$ cat src/rtl/alu_pkg.sv
package alu_pkg;

// --------------------------------------------------
// Data types
// --------------------------------------------------

typedef logic [63:0] bus64_t;
typedef logic [4:0]  reg_addr_t;

// Issue queue geometry
localparam int ALU_QUEUE_DEPTH = 4;
localparam int ALU_QUEUE_PTR_W = 2;

// --------------------------------------------------
// Integer operations
// --------------------------------------------------

typedef enum logic [4:0] {
    ADD,
    SUB,
    ADDW,
    SUBW,
    ADDUW,
    // Zba shift-and-add forms
    SH1ADD,
    SH2ADD,
    SH3ADD,
    SH1ADDUW,
    SH2ADDUW,
    SH3ADDUW,
    // Shifts
    SLL,
    SRL,
    SRA,
    SLLW,
    SRLW,
    SRAW,
    SLLIUW,
    // Compare
    SLT,
    SLTU,
    // Bitwise logic
    AND_INST,
    OR_INST,
    XOR_INST,
    ZEXTW
} alu_op_t;

// --------------------------------------------------
// Request and response words
// --------------------------------------------------

// Operand-ready instruction from the issue logic
typedef struct packed {
    alu_op_t   op;
    reg_addr_t rd;
    logic      regfile_we;
    bus64_t    data_rs1;
    bus64_t    data_rs2;
} alu_req_t;

// Result handed to writeback
typedef struct packed {
    reg_addr_t rd;
    logic      regfile_we;
    bus64_t    result;
} alu_resp_t;

endpackage
$ cat src/rtl/alu_top.sv
`timescale 1ns/1ps

module alu_top
    import alu_pkg::*;
(
    input  logic      clk_i,
    input  logic      rst_i,
    input  logic      req_valid_i,
    input  alu_req_t  req_i,
    output logic      req_ready_o,
    output logic      wb_valid_o,
    output alu_resp_t wb_o,
    input  logic      wb_ready_i
);

// Queue head toward the execution stage
logic     q_valid;
alu_req_t q_req;
logic     q_ready;

issue_queue issue_queue_inst (
    .clk_i        (clk_i),
    .rst_i        (rst_i),
    .push_valid_i (req_valid_i),
    .push_req_i   (req_i),
    .push_ready_o (req_ready_o),
    .pop_valid_o  (q_valid),
    .pop_req_o    (q_req),
    .pop_ready_i  (q_ready)
);

exe_stage exe_stage_inst (
    .clk_i       (clk_i),
    .rst_i       (rst_i),
    .req_valid_i (q_valid),
    .req_i       (q_req),
    .req_ready_o (q_ready),
    .wb_valid_o  (wb_valid_o),
    .wb_o        (wb_o),
    .wb_ready_i  (wb_ready_i)
);

endmodule

$ cat src/rtl/exe_stage.sv
`timescale 1ns/1ps

module exe_stage
    import alu_pkg::*;
(
    input  logic      clk_i,
    input  logic      rst_i,
    input  logic      req_valid_i,
    input  alu_req_t  req_i,
    output logic      req_ready_o,
    output logic      wb_valid_o,
    output alu_resp_t wb_o,
    input  logic      wb_ready_i
);

bus64_t alu_result;
logic   accept;

// Free slot, or the held result leaves this cycle
assign req_ready_o = !wb_valid_o || wb_ready_i;
assign accept      = req_valid_i && req_ready_o;

alu alu_inst (
    .req_i    (req_i),
    .result_o (alu_result)
);

// --------------------------------------------------
// Response register
// --------------------------------------------------

always_ff @(posedge clk_i) begin
    if (rst_i) begin
        wb_valid_o <= 1'b0;
    end else if (accept) begin
        wb_valid_o <= 1'b1;
    end else if (wb_ready_i) begin
        wb_valid_o <= 1'b0;
    end
end

always_ff @(posedge clk_i) begin
    if (accept) begin
        wb_o.rd         <= req_i.rd;
        wb_o.regfile_we <= req_i.regfile_we;
        wb_o.result     <= alu_result;
    end
end

// Stalled response holds until writeback takes it
assert property (@(posedge clk_i) disable iff (rst_i)
    wb_valid_o && !wb_ready_i |=> wb_valid_o && $stable(wb_o));

endmodule

$ cat src/rtl/issue_queue.sv
`timescale 1ns/1ps

module issue_queue
    import alu_pkg::*;
(
    input  logic     clk_i,
    input  logic     rst_i,
    input  logic     push_valid_i,
    input  alu_req_t push_req_i,
    output logic     push_ready_o,
    output logic     pop_valid_o,
    output alu_req_t pop_req_o,
    input  logic     pop_ready_i
);

alu_req_t                   mem [ALU_QUEUE_DEPTH];
logic [ALU_QUEUE_PTR_W-1:0] wr_ptr;
logic [ALU_QUEUE_PTR_W-1:0] rd_ptr;
logic [ALU_QUEUE_PTR_W:0]   count;
logic                       push;
logic                       pop;

assign push_ready_o = (count != (ALU_QUEUE_PTR_W+1)'(ALU_QUEUE_DEPTH));
assign pop_valid_o  = (count != '0);
assign pop_req_o    = mem[rd_ptr];

assign push = push_valid_i && push_ready_o;
assign pop  = pop_valid_o && pop_ready_i;

// --------------------------------------------------
// Pointers and occupancy
// --------------------------------------------------

always_ff @(posedge clk_i) begin
    if (rst_i) begin
        wr_ptr <= '0;
        rd_ptr <= '0;
        count  <= '0;
    end else begin
        // Depth is a power of two, pointers wrap on their own
        if (push) wr_ptr <= wr_ptr + 1'b1;
        if (pop)  rd_ptr <= rd_ptr + 1'b1;
        if (push && !pop) begin
            count <= count + 1'b1;
        end else if (pop && !push) begin
            count <= count - 1'b1;
        end
    end
end

// Entry storage
always_ff @(posedge clk_i) begin
    if (push) begin
        mem[wr_ptr] <= push_req_i;
    end
end

assert property (@(posedge clk_i) disable iff (rst_i)
    count <= (ALU_QUEUE_PTR_W+1)'(ALU_QUEUE_DEPTH));

// Equal pointers mean empty unless the count says full
assert property (@(posedge clk_i) disable iff (rst_i)
    pop |-> (rd_ptr != wr_ptr) || (count == (ALU_QUEUE_PTR_W+1)'(ALU_QUEUE_DEPTH)));

endmodule

$ cat src/rtl/alu.sv
`timescale 1ns/1ps

module alu
    import alu_pkg::*;
(
    input  alu_req_t req_i,
    output bus64_t   result_o
);

bus64_t data_rs1;
bus64_t data_rs2;
bus64_t data_rs1_ext;
bus64_t data_rs1_pre;
bus64_t add_result;
bus64_t shift_result;
bus64_t cmp_result;
bus64_t logic_result;
bus64_t unit_result;

assign data_rs1 = req_i.data_rs1;
assign data_rs2 = req_i.data_rs2;

// --------------------------------------------------
// Operand preparation
// --------------------------------------------------

// Zero or sign extension of the low word
always_comb begin
    case (req_i.op)
        ADDUW, SH1ADDUW, SH2ADDUW, SH3ADDUW, ZEXTW, SLLIUW, SLLW, SRLW: begin
            data_rs1_ext = {32'b0, data_rs1[31:0]};
        end
        SRAW: begin
            data_rs1_ext = {{32{data_rs1[31]}}, data_rs1[31:0]};
        end
        default: begin
            data_rs1_ext = data_rs1;
        end
    endcase
end

// Pre-shift for the shift-and-add forms
always_comb begin
    case (req_i.op)
        SH1ADD, SH1ADDUW: data_rs1_pre = data_rs1_ext << 1;
        SH2ADD, SH2ADDUW: data_rs1_pre = data_rs1_ext << 2;
        SH3ADD, SH3ADDUW: data_rs1_pre = data_rs1_ext << 3;
        default:          data_rs1_pre = data_rs1_ext;
    endcase
end

// --------------------------------------------------
// Units
// --------------------------------------------------

alu_add alu_add_inst (
    .data_rs1_i (data_rs1_pre),
    .data_rs2_i (data_rs2),
    .op_i       (req_i.op),
    .result_o   (add_result)
);

alu_shift alu_shift_inst (
    .data_rs1_i (data_rs1_ext),
    .data_rs2_i (data_rs2),
    .op_i       (req_i.op),
    .result_o   (shift_result)
);

// Set-less-than, signed or unsigned order
always_comb begin
    if (req_i.op == SLT) begin
        cmp_result = {63'b0, $signed(data_rs1) < $signed(data_rs2)};
    end else begin
        cmp_result = {63'b0, data_rs1 < data_rs2};
    end
end

always_comb begin
    case (req_i.op)
        AND_INST: logic_result = data_rs1 & data_rs2;
        OR_INST:  logic_result = data_rs1 | data_rs2;
        default:  logic_result = data_rs1 ^ data_rs2;
    endcase
end

// --------------------------------------------------
// Result select
// --------------------------------------------------

always_comb begin
    case (req_i.op)
        ADD, SUB, ADDW, SUBW, ADDUW,
        SH1ADD, SH2ADD, SH3ADD, SH1ADDUW, SH2ADDUW, SH3ADDUW: begin
            unit_result = add_result;
        end
        SLL, SRL, SRA, SLLW, SRLW, SRAW, SLLIUW: begin
            unit_result = shift_result;
        end
        SLT, SLTU: begin
            unit_result = cmp_result;
        end
        default: begin
            unit_result = logic_result;
        end
    endcase
end

// Word results take bit 31 as sign
always_comb begin
    case (req_i.op)
        ADDW, SUBW, SLLW, SRLW, SRAW: begin
            result_o = {{32{unit_result[31]}}, unit_result[31:0]};
        end
        ZEXTW: begin
            result_o = data_rs1_ext;
        end
        default: begin
            result_o = unit_result;
        end
    endcase
end

endmodule

$ cat src/rtl/alu_shift.sv
`timescale 1ns/1ps

module alu_shift
    import alu_pkg::*;
(
    input  bus64_t  data_rs1_i,
    input  bus64_t  data_rs2_i,
    input  alu_op_t op_i,
    output bus64_t  result_o
);

logic [5:0] shamt;

// Word forms only look at five bits of the amount
always_comb begin
    case (op_i)
        SLLW, SRLW, SRAW: shamt = {1'b0, data_rs2_i[4:0]};
        default:          shamt = data_rs2_i[5:0];
    endcase
end

always_comb begin
    case (op_i)
        SLL, SLLW, SLLIUW: begin
            result_o = data_rs1_i << shamt;
        end
        SRL, SRLW: begin
            result_o = data_rs1_i >> shamt;
        end
        SRA, SRAW: begin
            // SRAW operand arrives sign-extended from bit 31
            result_o = bus64_t'($signed(data_rs1_i) >>> shamt);
        end
        default: begin
            result_o = '0;
        end
    endcase
end

endmodule

$ cat src/rtl/alu_add.sv
`timescale 1ns/1ps

module alu_add
    import alu_pkg::*;
(
    input  bus64_t  data_rs1_i,
    input  bus64_t  data_rs2_i,
    input  alu_op_t op_i,
    output bus64_t  result_o
);

logic do_sub;

// Only the two subtract forms flip the operation
assign do_sub = (op_i == SUB) || (op_i == SUBW);

always_comb begin
    if (do_sub) begin
        result_o = data_rs1_i - data_rs2_i;
    end else begin
        // rs1 already extended and pre-shifted
        result_o = data_rs1_i + data_rs2_i;
    end
end

endmodule

$ cat config.mk
export PLATFORM = sky130hd
export DESIGN_NAME = alu_top
export DESIGN_NICKNAME = d
export VERILOG_FILES = /design/src/rtl/alu_pkg.sv /design/src/rtl/alu_top.sv /design/src/rtl/exe_stage.sv /design/src/rtl/issue_queue.sv /design/src/rtl/alu.sv /design/src/rtl/alu_shift.sv /design/src/rtl/alu_add.sv
export SDC_FILE = /design/constraint.sdc
export NUM_CORES = 2
export LEC_CHECK = 0
export BUFFER_PORTS_ARGS = -buffer_cell sky130_fd_sc_hd__buf_4
export CAP_MARGIN = 20
export CELL_PAD_IN_SITES_DETAIL_PLACEMENT = 1
export CELL_PAD_IN_SITES_GLOBAL_PLACEMENT = 1
export CORE_MARGIN = 5
export CORE_UTILIZATION = 35
export DETAILED_ROUTE_END_ITERATION = 16
export GPL_ROUTABILITY_DRIVEN = 0
export PLACE_DENSITY_LB_ADDON = 0.12
export REMOVE_ABC_BUFFERS = 1
export SYNTH_ARGS = -nofsm -noshare
export SYNTH_HDL_FRONTEND = slang
export SYNTH_SLANG_ARGS = --single-unit
$ cat constraint.sdc
create_clock -name clk_i -period 14.6 [get_ports clk_i]
set_input_delay 1.46 -clock clk_i [delete_from_list [all_inputs] [get_ports clk_i]]
set_output_delay 1.46 -clock clk_i [all_outputs]
set_load 0.005 [all_outputs]
==> out/summary.txt <==
WS Path Type -> reg -> reg
Crit path required time -> 15.00 ns
Area leader, netlist -> edfxtp_1
Vias in the first global route -> 38,900
WP data arrival -> 9.61 ns
Reg2reg end -> exe_stage_inst.wb_o[61]$_DFFE_PP_
Synthesized area -> 45,700 sq um
Synthesized netlist cell count -> 4,474
Vias/cell -> 6.32
Endpoint type of the worst setup path -> flop
Final Skew -> 0.0401 ns
Multi-input logic area -> 24,300 sq um
Status -> complete, no violations
IO Count -> 215
Syn_area_per_cell -> 10.2 sq um
Post-synth top cells -> 626 x edfxtp_1, 441 x a21oi_1, 428 x nand2_1
Htree depth -> 3
Wire per inst -> 33.3 microns
Die X-Extent -> 371 microns
Skew-Pair Late Insertion Delay -> 0.71 ns
Post-route design area -> 51,100 sq um
Synthesis Warnings -> 0
Reg area -> 19,000 sq um
Antenna violations before repair -> 14
Largest delay contributor family on the critical path -> simple AND/OR/NAND/NOR gates
Synth async-reset ratio -> 0%
WP depth -> 25
Max-Cap Viols -> 0
Post-synth top area share -> 41.1%
Worst setup endpoint -> exe_stage_inst.wb_o[61]$_DFFE_PP_
Register area share after synthesis -> 41.5%
Initial DRC Count -> 5,036
ANT nets after route -> 0
CORE AREA -> 130,000 sq um
Starting density of the core -> 35.3%
TritonCTS clock tree -> done
Port-buffer cells -> 214
Detailed placement HPWL -> 155 mm
Clock transition at path regs -> 0.07 ns
Via count -> 39,900
Biggest fanout along the worst timing path -> 41
Final setup vio count -> 0
Area Overhead vs Synth -> 11.7%
Most instantiated library cell after synthesis -> edfxtp_1
Total congestion overflow -> 0
Largest net degree at the start of global routing -> 117
First-pass GRT wire length -> 296 mm
Final period utilization -> 63.1%
NumNets Final -> 4,923
Crit path buffers/inverters -> 4
Slowest stage delay, CP -> 0.75 ns
RSZ-0062 raised after global routing -> no
Slew headroom -> 19.3%
Postcts setup bufs -> 0
CTS Buf Count -> 74
Crit path max-delay cell type -> dfxtp_4
Share of layout cells above drive strength 1 -> 15.7%
Final Hold Viols -> 0
CP dominant cell by count -> buf_4
Die Height -> 371 microns
Synth Register Bits -> 636
Final wirelength -> 210 mm
Max Transition Viols Final -> 0
Startpoint class of the critical path -> flop
Max clock buf depth -> 3
Fillers -> 14,300
Distinct cells, synth -> 107
Clock sink count -> 636
Final Critical Period -> 9.22 ns
Resize count post-CTS -> 0
Row cnt -> 132
Die Area -> 138,000 sq um
Post-synth EDFFs -> 626
Router iterations before antenna repair -> 9
DP Area -> 48,700 sq um
# DRC -> 0
Worst-Margin Slew -> 1.18 ns
R2r worst-path depth -> 25
Most used DFF post-synth -> edfxtp_1
# hold bufs at CTS -> 0
Root buffer cell -> clkbuf_16
Total Routing Usage GR -> 29.6%
Cells taking the most area after synthesis -> edfxtp_1 41%, ha_1 7.2%, mux4_2 5.8%
Tightest Hold Check Type -> reg -> reg
Flop2flop setup slack -> 5.38 ns
Highest Clock Rate -> 109 MHz
through the flow:
stage | hold WS (ns) | instances | TNS (ns) | setup WS, ns | utilization, %
global placement | 0.496 | 6175 | 0 | 5.41 | 37.5
global route | 0.546 | 6315 | 0 | 4.94 | 39.4
floorplan | 0.455 | 4102 | -0.814 | -0.302 | -
CTS | 0.515 | 6314 | 0 | 5.50 | 39.4
detailed placement | 0.503 | 6181 | 0 | 5.52 | 37.6
finish | 0.507 | 6321 | 0 | 5.38 | 39.4
worst register-to-register path, cell delays in order (launching register included):
cell and delay [ns]:
dfxtp_4 0.75, buf_4 0.52, buf_4 0.61, mux2i_1 0.27
mux2_4 0.52, inv_4 0.23, nor2_1 0.47, and3_1 0.52
and2_1 0.44, nand2_1 0.16, nor2_1 0.39, a31oi_1 0.17
xnor2_1 0.16, ha_1 0.43, nand2_1 0.15, or3_1 0.41
o41a_1 0.33, nand3_1 0.09, a21oi_1 0.11, buf_4 0.29
a211o_1 0.34, o31ai_1 0.60, a21oi_1 0.23, o41ai_1 0.47
xnor2_1 0.16, o211ai_1 0.11
cells by family (layout without fill, tap and decap cells):
kind of cell               Yosys count  in the layout  share of synthesized area, %
AOI/OAI and AO/OA                 1450           1450                          20.3
xor gates and xnor gates           130            130                          2.49
adders and majority gates          264            264                          7.26
buffers and inverters              554            653                          5.65
DFF                                636            636                          41.5
muxes                              377            377                          12.6
other                                0              6                             0
and+or+nand+nor                   1063           1063                          10.1
layer usage:
metal  track usage, %  up-vias  wire length (microns)
li1                 -    17100                      -
met1             40.8    20300                  90500
met2             43.7     1967                  88800
met3             7.05      530                  18400
met4             14.4       16                  12200
met5            0.356        -                    253
cell type report:
type | count | share of cell area [%]
Timing Repair Buffer | 338 | 5.02
Sequential cell | 636 | 37.2
Antenna cell | 6 | 0.0294
Tap cell | 1742 | 4.27
Clock inverter | 40 | 0.764
Inverter | 182 | 1.35
Clock buffer | 93 | 3.82
Multi-Input combinational cell | 3284 | 47.5
cells in the final DEF (no fill, tap or decap), types with 28 or more instances in the layout:
master     count
a211oi_1     115
a21o_1        57
a21oi_1      439
a22oi_1       28
a31oi_1       61
buf_4        333
clkbuf_16     74
edfxtp_1     626
ha_1         262
inv_1        175
mux2_2        60
mux2i_1      168
mux4_2       115
nand2_1      427
nand3_1       68
nor2_1       350
nor3_1        41
o211ai_1      78
o21ai_0      291
o21bai_1      34
o221ai_1      30
o22ai_1       46
o31ai_1       34
xnor2_1      105
state kept, by name, summed over array words and instances (netlist names), named ones only:
register / flops
issue_queue_inst.mem: 556
exe_stage_inst.wb_o: 70
issue_queue_inst.count: 3
issue_queue_inst.rd_ptr: 2
issue_queue_inst.wr_ptr: 2
exe_stage_inst.wb_valid_o: 1
worst min-delay path by stage:
stage,end,slack (ns),startpoint,cells after the start
2_1_floorplan,exe_stage_inst.wb_valid_o$_SDFFE_PP0P_,0.46,exe_stage_inst.wb_valid_o$_SDFFE_PP0P_,2
3_3_place_gp,exe_stage_inst.wb_valid_o$_SDFFE_PP0P_,0.50,exe_stage_inst.wb_valid_o$_SDFFE_PP0P_,2
3_5_place_dp,exe_stage_inst.wb_valid_o$_SDFFE_PP0P_,0.50,exe_stage_inst.wb_valid_o$_SDFFE_PP0P_,2
4_1_cts,exe_stage_inst.wb_valid_o$_SDFFE_PP0P_,0.51,exe_stage_inst.wb_valid_o$_SDFFE_PP0P_,2
5_1_grt,exe_stage_inst.wb_valid_o$_SDFFE_PP0P_,0.55,exe_stage_inst.wb_valid_o$_SDFFE_PP0P_,2
6_report,exe_stage_inst.wb_valid_o$_SDFFE_PP0P_,0.51,exe_stage_inst.wb_valid_o$_SDFFE_PP0P_,2
Power is not shown: default switching activity piles up to over one toggle a cycle in this logic, so the estimate is an artifact.
